<file path="src/design/dw_defines.svh">
`ifndef DW_DEFINES_SVH
`define DW_DEFINES_SVH

// ====================
// Datapath sizes
// ====================

// Bits per data word
`define DW_WORD_WIDTH 8

// Words per member column
`define DW_UNITS 2

// Member columns per wide input beat
`define DW_MEMBERS 12

// Per-member user word
`define DW_USER_WIDTH 8

// Wide enough to index any member
`define DW_SLOT_BITS 4

`endif

</file>
<file path="src/design/dw_stream_pkg.sv">
`include "dw_defines.svh"

package dw_stream_pkg;

  // ====================
  // Stream payload types
  // ====================

  // One member column with its own user word
  typedef struct packed {
    logic [`DW_UNITS-1:0][`DW_WORD_WIDTH-1:0] data;
    logic [`DW_USER_WIDTH-1:0]                user;
  } member_t;

  // Wide input beat, member 0 in the low bits
  typedef member_t [`DW_MEMBERS-1:0] beat_t;

  // One keep bit per member
  typedef logic [`DW_MEMBERS-1:0] keep_t;

endpackage

</file>
<file path="src/design/axis_skid.sv">
`timescale 1ns/1ps

module axis_skid
  import dw_stream_pkg::*;
(
  input  logic    aclk,
  input  logic    i_arst_n,
  input  member_t i_member,
  input  logic    i_last,
  input  logic    i_valid,
  output logic    o_ready,
  output member_t o_member,
  output logic    o_last,
  output logic    o_valid,
  input  logic    i_ready
);

  member_t main_q;
  member_t skid_q;
  logic    main_last_q;
  logic    skid_last_q;
  logic    main_v_q;
  logic    skid_v_q;
  logic    in_xfer;
  logic    main_free;

  // Ready comes straight from a flop
  assign o_ready   = ~skid_v_q;
  assign in_xfer   = i_valid & ~skid_v_q;
  assign main_free = ~main_v_q | i_ready;

  always_ff @(posedge aclk or negedge i_arst_n) begin
    if (!i_arst_n) begin
      main_v_q <= 1'b0;
      skid_v_q <= 1'b0;
    end else if (main_free) begin
      main_v_q <= skid_v_q | in_xfer;
      skid_v_q <= 1'b0;
    end else if (in_xfer) begin
      skid_v_q <= 1'b1;
    end
  end

  // Skid entry drains first
  always_ff @(posedge aclk) begin
    if (main_free) begin
      if (skid_v_q) begin
        main_q      <= skid_q;
        main_last_q <= skid_last_q;
      end else begin
        main_q      <= i_member;
        main_last_q <= i_last;
      end
    end
    if (!skid_v_q) begin
      skid_q      <= i_member;
      skid_last_q <= i_last;
    end
  end

  assign o_member = main_q;
  assign o_last   = main_last_q;
  assign o_valid  = main_v_q;

endmodule

</file>
<file path="config.mk">
export PLATFORM = sky130hd
export DESIGN_NAME = axis_skid
export DESIGN_NICKNAME = d
export VERILOG_FILES = /design/src/design/dw_stream_pkg.sv /design/src/design/axis_skid.sv
export VERILOG_INCLUDE_DIRS = /design/src /design/src/design
export SDC_FILE = /design/constraint.sdc
export NUM_CORES = 1
export LEC_CHECK = 0
export BUFFER_PORTS_ARGS = -buffer_cell sky130_fd_sc_hd__buf_4
export CORE_MARGIN = 3
export CORE_UTILIZATION = 40
export DETAILED_ROUTE_END_ITERATION = 10
export GPL_ROUTABILITY_DRIVEN = 0
export GPL_TIMING_DRIVEN = 0
export PLACE_DENSITY = 0.65
export SLEW_MARGIN = 20
export SYNTH_ARGS = -nofsm -noshare
export SYNTH_HDL_FRONTEND = slang
export SYNTH_SLANG_ARGS = --single-unit
</file>
<file path="constraint.sdc">
create_clock -name aclk -period 1.6 [get_ports aclk]
set_clock_uncertainty 0.05 [all_clocks]
set_input_delay 0.4 -clock aclk [delete_from_list [all_inputs] [get_ports aclk]]
set_output_delay 0.4 -clock aclk [all_outputs]
set_load 0.005 [all_outputs]
</file>
## Yosys cells after proc, flatten, opt, wreduce, memory -nomap -nowiden

Cells that the tools add are included.

| storage, ports and cells | value |
|---|---|
| register bits | 52 |
| bits of input ports | 29 |
| output and inout bits | 27 |
| word-level logic and storage cells | 20 |

| cells by class | value |
|---|---|
| mux-type cells | 4 |
| bitwise operators | 5 |
| reductions and logical operators | 1 |

Operators by type and width:

| operator | count |
|---|---|
| 2-to-1 mux 24 bit | 1 |
| 2-to-1 mux 1 bit | 3 |
| NOT 1 bit | 2 |
| OR 1 bit | 2 |
| nonzero test 2 bit | 1 |
| AND 1 bit | 1 |

## Logic depth before layout (Yosys ltp)

| logic depth | value |
|---|---|
| depth after elaboration | 4 |
| gate-level depth with buffers | 4 |
| mapped depth without buffers | 2 |

## Least setup slack after synthesis

OpenSTA, ideal clock, no wires.

| timing | value |
|---|---|
| path kind | input -> register |
| start | input port i_ready |
| end | register main_last_q (netlist: o_last) (enable) |
| library setup time | 0.387 ns |
| arrival | 1.082 ns |
| data required time | 1.163 ns |
| path slack | 0.081 ns |
| stages | 1 |
| buffers on the path | 0 |
| path through | nand2b_1 |

| between the ends | value |
|---|---|
| word-level cells in the longest chain between the ends | 1 |

Ends and longest elaborated chain:

| element | line | RTL |
|---|---|---|
| start, declared | axis_skid.sv:15 | `input logic i_ready` |
| OR 1 bit | axis_skid.sv:30 | `assign main_free = ~main_v_q \| i_ready;` |
| end signal, assigned | axis_skid.sv:49 | `main_last_q <= skid_last_q;` |
| end signal, assigned | axis_skid.sv:52 | `main_last_q <= i_last;` |
| end, declared | axis_skid.sv:20 | `logic main_last_q;` |

Every way passes these cells.
A chain may end at the register's enable or synchronous reset.

## Worst setup path after layout

| timing | value |
|---|---|
| start | register skid_v_q |
| end | output port o_ready |

| between the ends | value |
|---|---|
| word-level cells in the longest chain between the ends | 1 |

Ends and longest elaborated chain:

| element | line | RTL |
|---|---|---|
| start, declared | axis_skid.sv:23 | `logic skid_v_q;` |
| start signal, assigned | axis_skid.sv:35 | `skid_v_q <= 1'b0;` |
| start signal, assigned | axis_skid.sv:38 | `skid_v_q <= 1'b0;` |
| start signal, assigned | axis_skid.sv:40 | `skid_v_q <= 1'b1;` |
| NOT 1 bit | axis_skid.sv:28 | `assign o_ready = ~skid_v_q;` |
| end, declared | axis_skid.sv:11 | `output logic o_ready,` |

Every way passes these cells.

==> impl_metrics.tcl <==
set metrics [dict create \
    status "finished, final reports clean" \
    drt_iter0_drc 73 \
    seqPwrFrac 0.569 \
    totalWireLength_mm 2.76 \
    post-route-period-util 0.960 \
    clock_latency_ps 290 \
    rows 23 \
    layout_common_cells "buf_4 (56), edfxtp_1 (25), dfxtp_1 (25)" \
    firstDrtPassIters 2 \
    setup_violations 0 \
    diodes 0 \
    hold_viol_final 0 \
    crit_start "skid_v_q$_DFFE_PN0P_" \
    irDropWorstVdd_uv 555 \
    dp_cells 190 \
    port_buffers 55 \
    dpl_cell_area_um2 2200 \
    cts.htree.levels 2 \
    grt_max_degree 28 \
    power.density_nw_per_um2 1200 \
    fin_ws_ps 64.6 \
    final_nets 178 \
    drive_gt1_frac 0.613 \
    area_growth_pct 35.0 \
    p_sw_mw 0.543 \
    worstPathMaxFanout 10 \
    power.leakage_nw 1.01 \
    antenna_found_initial 0 \
    cts.path.max_buffers 2 \
    ys_seq_area_frac 0.755 \
    comb_power_share 0.128 \
    grt_pass1_wl_mm 4.51 \
    fin_cells 200 \
    swShare 0.195 \
    ant_nets 0 \
    worst_pin_slew_ps 681 \
    critPathRequiredTime_ps 1150 \
    worst_setup_path_start_kind "flop" \
    cts_buffers 5 \
    ios 56 \
    core_um2 4090 \
    intPower_mw 2.25 \
    gr-total-overflow 0 \
    fin_area_um2 2330 \
    min_from "i_valid" \
    tns_ps 0 \
    holdWs_ps 253 \
    rsz0062_at_grt "false" \
    cts-root-buf "clkbuf_8" \
    synth.avg_cell_area_um2 20.3 \
    cp_data_arrival_time_ps 1090 \
    yosys_warnings 0 \
    die-height_um 71.6 \
    fillers 331 \
    p_clk_frac 0.303 \
    routedWlPerCell_um 13.8 \
    dieArea_um2 5130 \
    syn_area_um2 1720 \
    path_class "reg2out" \
    slew_headroom 0.546 \
    clock.fmax_mhz 651 \
    viasPerCell 4.44 \
    grt_pass1_vias 1004 \
    start_util 0.422 \
    track_usage 0.115 \
    final_common_cell "buf_4" \
    slew_violations 0 \
    r2r_start "skid_v_q$_DFFE_PN0P_" \
    endpoint_kind "primary output" \
    clkSinkCount 52 \
    synth_cell_types 11 \
    path_clk_slew_ps 80 \
    synthCells 85 \
    post-route-min-period_ps 1540 \
    cts_tree "done" \
    dp_hpwl_mm 1.96 \
    dp_slack_ps 113 \
    drc 0 \
    synth-seq-cells 52 \
    cap_viol_max_count 0 \
    vias 888 \
    hp-class "in2reg" \
    synth_fp_nets 114 \
    die_w_um 71.6 \
]
## power groups by stage
stage	logic (mW)	registers, mW	clock network (mW)
floorplan	0.165	1.62	0
global placement	0.350	1.61	0
detailed placement	0.360	1.62	0
CTS	0.363	1.59	0.878
global route	0.390	1.60	0.929
finish	0.358	1.59	0.845
## worst paths after layout
path	slack [ps]	to	cells past startpoint
worst max-delay path	60	o_ready	4
worst min-delay path	250	o_valid$_DFFE_PN0P_	3
worst max register to register	170	o_member[12]$_DFFE_PP_	4
worst min register to register	430	skid_q[3]$_DFF_P_	1
max in group asynchronous	1050	skid_v_q$_DFFE_PN0P_	2
min in group asynchronous	360	o_valid$_DFFE_PN0P_	2
## through the flow
stage | power (mW) | utilization
4_1_cts | 2.83 | 0.567
3_3_place_gp | 1.97 | 0.538
5_1_grt | 2.92 | 0.569
2_1_floorplan | 1.79 | -
3_5_place_dp | 1.98 | 0.539
6_report | 2.79 | 0.569
## worst max-delay path: stages (launching register included)
cell	delay (ps)
dfrtp_1	380
buf_6	120
buf_12	140
inv_1	50
buf_4	100
## Yosys cell counts (all sizes together)
| cell | count | area, um2 |
|---|---|---|
| mux2 | 25 | 349 |
| edfxtp | 25 | 751 |
| dfrtp | 2 | 50.1 |
| nor2 | 2 | 7.51 |
| nand2 | 1 | 3.75 |
| buf | 3 | 51.3 |
| nand2b | 1 | 6.26 |
| inv | 1 | 3.75 |
| dfxtp | 25 | 500 |
## cell type report
type | instances | area, um2 | area share
Sequential cell | 52 | 1300 | 0.559
Multi-Input combinational cell | 29 | 369 | 0.159
Timing Repair Buffer | 57 | 430 | 0.185
Clock inverter | 2 | 35.0 | 0.0151
Inverter | 1 | 3.75 | 0.00161
Tap cell | 50 | 62.6 | 0.0269
Clock buffer | 6 | 72.6 | 0.0312
Buffer | 3 | 51.3 | 0.0221
## metal layers
layer  vias to the layer above  wire [um]  track usage
li1                        429          -            -
met2                        42       1340        0.193
met1                       411       1070        0.127
met3                         6        316       0.0617
met5                         -          0            0
met4                         0         31       0.0313
## repair_timing
item                                    4_1_cts  5_1_grt
hold buffers                                  1        0
hold endpoints to repair                      2        0
buffers inserted                              0        1
gates resized for setup                       0        0
endpoints found under the setup margin        0        1
## cell families (layout without fill, tap and decap cells)
kind of cell | count (synthesis) | after routing | share of synthesized area
buffers and inverters | 4 | 69 | 0.0320
muxes | 25 | 25 | 0.203
and+or+nand+nor | 4 | 4 | 0.0102
DFF | 52 | 52 | 0.755
## state kept, by name (all words and copies together) (netlist names)
name / flops
o_valid: 1
skid_q: 24
skid_last_q: 1
o_last: 1
skid_v_q: 1
o_member: 24
No activity file was read; power rests on OpenSTA's default activity.
