$ cat src/design/dw_defines.svh
`ifndef DW_DEFINES_SVH
`define DW_DEFINES_SVH

// ====================
// Datapath sizes
// ====================

// Bits per data word
`define DW_WORD_WIDTH 8

// Words per member column
`define DW_UNITS 2

// Member columns per wide input beat
`define DW_MEMBERS 12

// Per-member user word
`define DW_USER_WIDTH 8

// Wide enough to index any member
`define DW_SLOT_BITS 4

`endif

$ cat src/design/dw_cfg_pkg.sv
`include "dw_defines.svh"

package dw_cfg_pkg;

  // Half kernel width, kw = 2*kw2 + 1
  typedef logic [2:0] kw2_t;

  // Stride minus one
  typedef logic [1:0] sw1_t;

  // Stride class j, zero when the mode is not supported
  typedef logic [`DW_SLOT_BITS-1:0] stride_class_t;

  typedef struct packed {
    logic       spare_hi;
    sw1_t       sw_1;
    kw2_t       kw2;
    logic [1:0] spare_lo;
  } dw_user_fields_t;

  // Top member user word, raw or split into mode fields
  typedef union packed {
    logic [`DW_USER_WIDTH-1:0] raw;
    dw_user_fields_t           fields;
  } dw_user_u;

  // j = kw + sw - 1
  function automatic stride_class_t stride_class(kw2_t kw2, sw1_t sw_1);
    case ({kw2, sw_1})
      {3'd0, 2'd0}: return stride_class_t'(1);
      {3'd1, 2'd0}: return stride_class_t'(3);
      {3'd2, 2'd0}: return stride_class_t'(5);
      {3'd3, 2'd1}: return stride_class_t'(8);
      default:      return stride_class_t'(0);
    endcase
  endfunction

endpackage

$ cat src/design/dw_stream_pkg.sv
`include "dw_defines.svh"

package dw_stream_pkg;

  // ====================
  // Stream payload types
  // ====================

  // One member column with its own user word
  typedef struct packed {
    logic [`DW_UNITS-1:0][`DW_WORD_WIDTH-1:0] data;
    logic [`DW_USER_WIDTH-1:0]                user;
  } member_t;

  // Wide input beat, member 0 in the low bits
  typedef member_t [`DW_MEMBERS-1:0] beat_t;

  // One keep bit per member
  typedef logic [`DW_MEMBERS-1:0] keep_t;

endpackage

$ cat src/design/dw_beat_if.sv
`timescale 1ns/1ps

interface dw_beat_if
  import dw_cfg_pkg::*, dw_stream_pkg::*;
  ();

  beat_t         beat;
  keep_t         keep;
  stride_class_t j;
  logic          last;
  logic          valid;
  logic          ready;

  // Input side holds the beat
  modport capture (
    output beat,
    output keep,
    output j,
    output last,
    output valid,
    input  ready
  );

  // Processing side pulls it
  modport select (
    input  beat,
    input  keep,
    input  j,
    input  last,
    input  valid,
    output ready
  );

endinterface

$ cat src/design/dw_capture.sv
`timescale 1ns/1ps
`include "dw_defines.svh"

module dw_capture
  import dw_cfg_pkg::*, dw_stream_pkg::*;
(
  input  logic       aclk,
  input  logic       i_arst_n,
  input  beat_t      i_s_data,
  input  keep_t      i_s_keep,
  input  logic       i_s_last,
  input  logic       i_s_valid,
  output logic       o_s_ready,
  dw_beat_if.capture bo
);

  beat_t         beat_q;
  keep_t         keep_q;
  stride_class_t j_q;
  logic          last_q;
  logic          full_q;
  dw_user_u      mode;
  logic          take;

  // Layer mode rides in the top member
  assign mode.raw = i_s_data[`DW_MEMBERS-1].user;

  // Empty or emptied this cycle
  assign o_s_ready = ~full_q | bo.ready;
  assign take      = i_s_valid & o_s_ready;

  // ====================
  // Holding register
  // ====================

  always_ff @(posedge aclk or negedge i_arst_n) begin
    if (!i_arst_n) begin
      full_q <= 1'b0;
    end else if (take) begin
      full_q <= 1'b1;
    end else if (bo.ready) begin
      full_q <= 1'b0;
    end
  end

  always_ff @(posedge aclk) begin
    if (take) begin
      beat_q <= i_s_data;
      keep_q <= i_s_keep;
      last_q <= i_s_last;
      j_q    <= stride_class(mode.fields.kw2, mode.fields.sw_1);
    end
  end

  assign bo.beat  = beat_q;
  assign bo.keep  = keep_q;
  assign bo.j     = j_q;
  assign bo.last  = last_q;
  assign bo.valid = full_q;

endmodule

$ cat src/flat_wrapper.sv
// flat-port wrapper written by rule: the top's interface ports become plain ports
module dw_capture_flat import dw_cfg_pkg::*, dw_stream_pkg::*;
  (aclk, i_arst_n, i_s_data, i_s_keep, i_s_last, i_s_valid, o_s_ready, bo_beat, bo_keep, bo_j, bo_last, bo_valid, bo_ready);
  dw_beat_if bo_i ();
  input  logic aclk;
  input  logic i_arst_n;
  input  beat_t i_s_data;
  input  keep_t i_s_keep;
  input  logic i_s_last;
  input  logic i_s_valid;
  output logic o_s_ready;
  output wire logic [$bits(bo_i.beat)-1:0] bo_beat;
  output wire logic [$bits(bo_i.keep)-1:0] bo_keep;
  output wire logic [$bits(bo_i.j)-1:0] bo_j;
  output wire logic [$bits(bo_i.last)-1:0] bo_last;
  output wire logic [$bits(bo_i.valid)-1:0] bo_valid;
  input wire logic [$bits(bo_i.ready)-1:0] bo_ready;
  assign bo_beat = bo_i.beat;
  assign bo_keep = bo_i.keep;
  assign bo_j = bo_i.j;
  assign bo_last = bo_i.last;
  assign bo_valid = bo_i.valid;
  assign bo_i.ready = bo_ready;
  dw_capture u_core (.aclk(aclk), .i_arst_n(i_arst_n), .i_s_data(i_s_data), .i_s_keep(i_s_keep), .i_s_last(i_s_last), .i_s_valid(i_s_valid), .o_s_ready(o_s_ready), .bo(bo_i));
endmodule
$ cat config.mk
export PLATFORM = sky130hd
export DESIGN_NAME = dw_capture_flat
export DESIGN_NICKNAME = d
export VERILOG_FILES = /design/src/design/dw_cfg_pkg.sv /design/src/design/dw_stream_pkg.sv /design/src/design/dw_beat_if.sv /design/src/design/dw_capture.sv /design/src/flat_wrapper.sv
export VERILOG_INCLUDE_DIRS = /design/src /design/src/design
export SDC_FILE = /design/constraint.sdc
export NUM_CORES = 1
export LEC_CHECK = 0
export ABC_AREA = 1
export BUFFER_PORTS_ARGS = -buffer_cell sky130_fd_sc_hd__buf_2
export CAP_MARGIN = 10
export CORE_AREA = 2 2 240 242
export DETAILED_ROUTE_END_ITERATION = 12
export DIE_AREA = 0 0 242 244
export MAX_ROUTING_LAYER = met4
export RECOVER_POWER = 100
export SLEW_MARGIN = 5
export SYNTH_ARGS = -nofsm -noshare
export SYNTH_HDL_FRONTEND = slang
export SYNTH_SLANG_ARGS = --single-unit
$ cat constraint.sdc
create_clock -name aclk -period 15.15 [get_ports aclk]
set_clock_uncertainty 0.1 [all_clocks]
set_input_delay 3.03 -clock aclk [delete_from_list [all_inputs] [get_ports aclk]]
set_output_delay 3.03 -clock aclk [all_outputs]
set_load 0.05 [all_outputs]
# Word-level counts from Yosys, hierarchy flattened
# Index checks and enable logic that the tools add are counted.
# totals
register_bits	306
inputBits	305
output_inout_bits	307
wordCells	51
# classes
n_eq_ne	3
mux	3
bitwise	3
reduce_logical	2
# ops
operator	n
$pmux W4 S4	1
$eq A5 B4 Y1 const B	2
$eq A5 B3 Y1 const B	1
$logic_not A5 Y1	1
$mux W1	2
$reduce_bool A2 Y1	1
$and A1 B1 Y1	1
$not A1 Y1	1
$or A1 B1 Y1	1

# Logic depth before layout (Yosys ltp)
# Gate-level depths: netlist of run 1.
# depth
ltp_word	4
depth_mapped	3
ltp_nobuf	3

# Least setup slack after synthesis of run 1
# Ideal clock, no wire load.
# synth_path
path_type	input to register
from	input i_s_valid
to	register u_core.beat_q, in the netlist u_core.bo.beat[0], enable pin
setup_time_ns	1.071
t_arrival_ns	17.688
required_ns	13.979
slack_ns	-3.709
cell_stages	2
n_path_buf	0
path_cell_list	inv_1 a21oi_1
# synth_between
elab_chain_cells	1
# synth_rtl
element	line	source
from (decl)	flat_wrapper.sv:10	input logic i_s_valid;
$and A1 B1 Y1	dw_capture.sv:30	assign take = i_s_valid & o_s_ready;
net u_core.take	dw_capture.sv:23	logic take;
to (signal assigned)	dw_capture.sv:48	beat_q <= i_s_data;
to (decl)	dw_capture.sv:17	beat_t beat_q;
# The timed path passes the listed nets, and every way through them passes these cells.
# A chain may end at the register's enable or synchronous reset.

# Final worst setup path of run 1
# layout_path
from	input bo_ready
to	register u_core.beat_q, in the netlist u_core.bo.beat[180], enable pin
# layout_between
elab_chain_cells	2
# layout_rtl
element	line	source
from (decl)	flat_wrapper.sv:17	input wire logic [$bits(bo_i.ready)-1:0] bo_ready;
$or A1 B1 Y1	dw_capture.sv:29	assign o_s_ready = ~full_q | bo.ready;
$and A1 B1 Y1	dw_capture.sv:30	
net u_core.take	dw_capture.sv:23	
# The timed path passes the listed nets, and every way through them passes these cells.

==> qor.yml, run 1 <==
sta:
  final.setup.tns_ns: 0
  tightest_slew_ns: 3.41
  setup_viol_count_final: 0
  hold_ws_ns: 0.430
  hold_viol_final: 0
  finalCritPeriodShare_pct: 57.5
  rsz0062_at_grt: "false"
  period_minus_slack_ns: 8.71
  maxSlewHeadroom_pct: -128
  maxSlewViolCount: 158
  clock.fmax_mhz: 115
  timing.final.ws_setup_ns: 6.44
finish:
  final_cell_mix: "342 x clkbuf_1, 305 x edfxtp_1, 279 x buf_2"
  seqCellArea_mm2: 0.00918
  fin_nets: 1283
  nFillCells: 5981
  drive_above_1_share_pct: 32.6
  area_delta_synth_final_pct: 50.1
  multi_input_area_um2: 55.1
  stdcell_count: 1759
  final_common_cell: "clkbuf_1"
cts:
  cts_root_buf: "clkbuf_16"
  clk_pin_slew_ns: 0.05
  cts_hold_buf: 0
  clk_path_buf_depth: 3
  post_cts_resized: 0
  cts_buffers: 34
  cts_setup_buffers: 0
  cts_tree: "yes"
  cts_max_level: 2
  clock_latency_ns: 0.52
  cts.sinks: 306
worst_setup_path:
  rrSetupSlack_ns: 8.74
  crit_fanout: 79
  slowest_stage: "clkbuf_1"
  end_kind: "register"
  cp-start-kind: "input port"
  required_ns: 15.18
  r2r-start: "u_core.bo.valid"
  critPathArrivalTime_ns: 8.74
  cpMostUsedCell: "clkbuf_1"
  critical_path.cell_chain: "clkbuf_1, inv_1, a21oi_1, clkbuf_1, buf_4"
  max_stage_delay_ns: 2.48
  critPathKind: "input port to register"
  worst_r2r_endpoint: "u_core.bo.beat[180]"
  ff2ff_path_depth: 3
min_path:
  hold-path-cell-count: 2
  holdCritStartpoint: "u_core.bo.valid"
  whs_endpoint: "u_core.bo.valid"
  hold_path.class: "register to register"
logic_synthesis:
  syn_area_mm2: 0.00927
  synth-seq-area-share_pct: 99.1
  syn_nets: 632
  syn_inst: 327
  ys_ff_latch: 306
  yosys_warnings: 0
  syn_avg_cell_area_um2: 28.3
  synth_cell_types: 7
routing:
  wl_mm: 27.1
  drcViolationCount: 0
  ant_nets: 0
  via_per_inst: 3.28
  routedWlPerCell_um: 15.4
  drt_pass1_iterations: 4
  vias: 5763
  drt_iter0_markers: 264
pwr:
  leakage_nw: 4.99
  power.density_mw_per_mm2: 145
  vdd_ir_drop_max_v: 0.0000888
floorplanning:
  rows: 87
  initial_utilization_pct: 16.5
  dieWidth_um: 242
  die_h_um: 244
  core_mm2: 0.0562
  io_pins: 612
  design.die.area_mm2: 0.0590
global_route:
  grt_pass1_wl_mm: 37.2
  grt_pass1_vias: 6080
  antenna_found_initial: 3
  grt_max_degree: 80
  overflow: 0
  gr-usage-all-layers_pct: 8.77
place:
  io_buffers: 611
  dp_hpwl_mm: 20.9
  dp.cells: 1698
  place_congestion: 0.847
  dp_slack_ns: 8.46
outcome:
  violations: "max-capacitance violations, max-slew violations"
  run_status: "complete, but fails checks"
job:
  cap_viol_max_count: 3
-- sequential cells by signal, summed over array words and instances, names as in the netlist --
register and flops:
u_core.bo.j 4, u_core.bo.keep 12, u_core.bo.last 1, u_core.bo.beat 288, u_core.bo.valid 1
-- critical path, delay by kind of cell --
| kind | cells | cell delay (ns) |
|---|---|---|
| AO/OA/AOI/OAI | 1 | 1.79 |
| buffers and inverters | 4 | 3.72 |
-- routing by layer --
metal	vias up	GRT usage, %	share of wire, %
met3	40	3.17	10
met2	349	14.8	51
met4	0	3.52	2.7
met1	2755	9.34	36
li1	2619	-	-
met5	-	-	0
-- cells by family (layout without fill, tap and decap cells) --
logic type	after synthesis	count (layout)	share of synthesized area, %
and+or+nand+nor	13	13	0.540
other	0	3	0
buffers and inverters	7	680	0.284
AOI/OAI and AO/OA	1	1	0.0540
DFF	306	306	99.1
-- stage by stage --
step | utilization [%] | instance area [um2] | power [W]
2_1_floorplan | - | 9270 | 0.00121
3_3_place_gp | 23.7 | 13300 | 0.00128
3_5_place_dp | 23.7 | 13300 | 0.00129
4_1_cts | 25.5 | 14300 | 0.00206
5_1_grt | 24.8 | 13900 | 0.00209
6_report | 24.8 | 13900 | 0.00202
-- synth_stat cells --
cell / number / area, um2
edfxtp_1: 305 / 9160
inv_1: 7 / 26.3
nand2_1: 7 / 26.3
nor2_1: 5 / 18.8
a21oi_1: 1 / 5.00
dfrtp_1: 1 / 25.0
nand3_1: 1 / 5.00
-- where the power goes --
group	switching (W)	internal (W)
sequential	0.0000133	0.000991
combinational	0.000209	0.0000433
clock	0.000315	0.000447
-- worst max path at each step --
stage / start / end / slack (ns) / cells after the start
2_1_floorplan: bo_ready / u_core.bo.beat[0] / 2.60 / 2
3_3_place_gp: bo_ready / o_s_ready / 8.45 / 4
3_5_place_dp: bo_ready / o_s_ready / 8.46 / 4
4_1_cts: bo_ready / o_s_ready / 8.45 / 4
5_1_grt: bo_ready / u_core.bo.beat[132] / 5.71 / 5
6_report: bo_ready / u_core.bo.beat[180] / 6.44 / 5
-- final cells by class --
type                    count  share of cell area (%)
multi-input cells          14                   0.396
well taps                 756                    6.80
repair buffers            615                    19.2
flip-flops and latches    306                    66.0
clock inverters            12                   0.405
diodes                      3                  0.0540
clock buffers              46                    6.97
inverters                   7                   0.189
Power figures use the tool's default switching activity.
==> run 2: changes to the inputs <==
--- a/config.mk
+++ b/config.mk
@@ -6,7 +6,7 @@
 export SDC_FILE = /design/constraint.sdc
 export NUM_CORES = 1
 export LEC_CHECK = 0
-export ABC_AREA = 1
+export ABC_AREA = 0
 export BUFFER_PORTS_ARGS = -buffer_cell sky130_fd_sc_hd__buf_2
 export CAP_MARGIN = 10
 export CORE_AREA = 2 2 240 242
==> constraint.sdc (replaced) <==
create_clock -name aclk -period 8.4 [get_ports aclk]
set_clock_uncertainty 0.1 [all_clocks]
set_input_delay 1.68 -clock aclk [delete_from_list [all_inputs] [get_ports aclk]]
set_output_delay 1.68 -clock aclk [all_outputs]
set_load 0.05 [all_outputs]
==> run 2 against run 1 <==
  * The flow still finishes with violations (max-capacitance violations, max-slew violations)
  * Die area unchanged
  * Sequential power up 82%
  * Area after synthesis down 0.12%
  * Power up 79%
  * Largest cell class unchanged
==> qor.yml, run 2 <==
sta:
  tightest_slew_ns: 3.92  # +0.503 ns
  clock.fmax_mhz: 176
  finalCritPeriodShare_pct: 67.6
  hold_viol_final: 0  # unchanged
  setup_viol_count_final: 0  # unchanged
  period_minus_slack_ns: 5.68
  final.setup.tns_ns: 0  # unchanged
  maxSlewHeadroom_pct: -161  # -34 points
  rsz0062_at_grt: "false"
  maxSlewViolCount: 160  # +1.3%
logic_synthesis:
  async_reset_ff_share_pct: 0.327  # unchanged
  synth_edf_count: 305  # unchanged
  synth_cell_types: 9  # +2
  synth-seq-area-share_pct: 99.2  # +0.12 points
  syn_area_mm2: 0.00925  # -0.12%
  yosysTopAreaCell: "edfxtp_1"
  ys_ff_latch: 306  # unchanged
  synth_most_common_cell: "edfxtp_1"
  yosys_warnings: 0  # unchanged
  synth_top_area_share_pct: 99.0  # +0.12 points
  synth.area.top_cells: "edfxtp_1 99%, dfrtp_1 0.27%, nor3b_2 0.27%"
  syn_inst: 315  # -3.7%
  syn_avg_cell_area_um2: 29.4  # +3.7%
  synth_common_cells: "305 x edfxtp_1, 2 x nand2b_1, 2 x nor3b_2"
  synth_flop_cell: "edfxtp_1"
  syn_nets: 620  # -1.9%
routing:
  vias: 5753  # -0.17%
  routedWlPerCell_um: 15.8  # +2.6%
  wl_mm: 27.7  # +2.0%
  ant_nets: 0  # unchanged
  drcViolationCount: 0  # unchanged
  drt_pass1_iterations: 6  # +2
  drt_iter0_markers: 272  # +3.0%
  via_per_inst: 3.29  # +0.40%
floorplanning:
  initial_utilization_pct: 16.5  # -0.020 points
  core_mm2: 0.0562  # unchanged
  dieWidth_um: 242  # unchanged
  rows: 87  # unchanged
  io_pins: 612  # unchanged
  die_h_um: 244  # unchanged
  design.die.area_mm2: 0.0590  # unchanged
min_path:
  holdCritStartpoint: "u_core.bo.valid"
  hold_path.class: "register to register"
worst_setup_path:
  critPathArrivalTime_ns: 5.65  # -3.09 ns
  end_kind: "register"
  worst_r2r_endpoint: "u_core.bo.beat[140]"
  r2r-start: "u_core.bo.valid"
  required_ns: 8.38  # -6.80 ns
  crit_start: "bo_ready"
  ff2ff_path_depth: 3  # unchanged
  critPathKind: "input port to register"
  cp-start-kind: "input port"
  crit_fanout: 159  # +100%
  rrSetupSlack_ns: 3.57  # -5.17 ns
  crit_end: "u_core.bo.beat[140]"
outcome:
  violations: "max-capacitance violations, max-slew violations"
  run_status: "complete, but fails checks"
finish:
  final_common_cell: "clkbuf_1"
  final_cell_mix: "338 x clkbuf_1, 305 x edfxtp_1, 279 x buf_2"
  drive_above_1_share_pct: 32.6  # about the same
  fin_nets: 1266  # -1.3%
  largest_reg_flops: 288  # unchanged
  area_delta_synth_final_pct: 49.6
  multi_input_area_um2: 57.6  # +4.5%
  utilization_pct: 24.7  # -0.11 points
  nFillCells: 6017  # +0.60%
  stdcell_count: 1749  # -0.57%
  fin_area_mm2: 0.0138  # -0.45%
  seqCellArea_mm2: 0.00918  # unchanged
job:
  cap_viol_max_count: 1  # -2
place:
  dpl_cell_area_mm2: 0.0133  # -0.17%
  dp.cells: 1684  # -0.82%
  place_congestion: 0.898  # +6.0%
  dp_hpwl_mm: 21.6  # +3.5%
  io_buffers: 611  # unchanged
global_route:
  gr-usage-all-layers_pct: 8.90  # +0.13 points
  grt_max_degree: 160  # +100%
  overflow: 0  # unchanged
  grt_pass1_wl_mm: 37.7  # +1.4%
  antenna_found_initial: 9  # +6
  grt_pass1_vias: 6056  # -0.39%
cts:
  cts_buffers: 31  # -8.8%
  clock_latency_ns: 0.56  # +0.04 ns
  cts_tree: "yes"
  cts_root_buf: "clkbuf_16"
  clk_path_buf_depth: 3  # unchanged
  cts_max_level: 1  # -1
  cts_hold_buf: 0  # unchanged
  cts_setup_buffers: 0  # unchanged
  clk_pin_slew_ns: 0.06  # about the same
  cts.sinks: 306  # unchanged
  post_cts_resized: 0  # unchanged
pwr:
  power_w: 0.00361  # +79%
  vdd_ir_drop_max_v: 0.000164  # +85%
  power.density_mw_per_mm2: 261  # +80%
  leakage_nw: 4.91  # -1.6%
[run 2: changes by cell type in the layout (fill, tap and decap cells not counted), moves of 5 or more]
cell | previous run | this run
nor2_1 | 5 | 0
inv_1 | 7 | 0
clkinv_1 | 5 | 11
diode_2 | 3 | 9
clkbuf_16 | 37 | 31
nand2_1 | 7 | 0
[run 2: final cells by class]
type,instances,area share [%]
clock inverters,19,1.33
clock buffers,37,5.76
flip-flops and latches,306,66.3
well taps,756,6.83
diodes,9,0.163
repair buffers,613,19.2
multi-input cells,9,0.416
[run 2: worst min-delay path by stage]
stage                                  to  slack (ns)  cells past startpoint
final                     u_core.bo.valid        0.46                      2
after CTS                 u_core.bo.valid        0.46                      2
after detailed placement  u_core.bo.valid        0.44                      2
after global placement    u_core.bo.valid        0.44                      2
after global routing      u_core.bo.valid        0.52                      2
after floorplan           u_core.bo.valid        1.07                      2
[run 2: where the power goes]
part | internal [W] | total [W] | switching, W
registers | 0.00179 | 0.00182 | 0.0000253
logic | 0.0000778 | 0.000452 | 0.000374
clock network | 0.000791 | 0.00134 | 0.000552
total | 0.00266 | 0.00361 | 0.000951
[run 2: routing by layer]
layer | track usage [%] | vias up | wire length [um]
met5 | - | - | 0
met2 | 14.8 | 402 | 13700
li1 | - | 2600 | -
met4 | 3.98 | 0 | 930
met1 | 8.70 | 2703 | 9390
met3 | 4.55 | 48 | 3630
[run 2: logic make-up after synthesis]
kind of cell     count (synthesis)  share of synthesized area [%]
AND/OR/NAND/NOR                  8                          0.703
flip-flops                     306                           99.2
AO/OA/AOI/OAI                    1                         0.0540
[run 2: metrics by stage]
stage               hold slack [ns]  setup WS (ns)
global route                  0.519           2.31
finish                        0.460           2.72
detailed placement            0.438           4.23
CTS                           0.460           4.43
global placement              0.439           4.32
floorplan                      1.07           1.86
[run 2: critical path, cell delays in order]
cell and delay [ns]:
buf_2 0.09, nand2b_1 0.14, and2_4 0.72, clkbuf_2 2.70
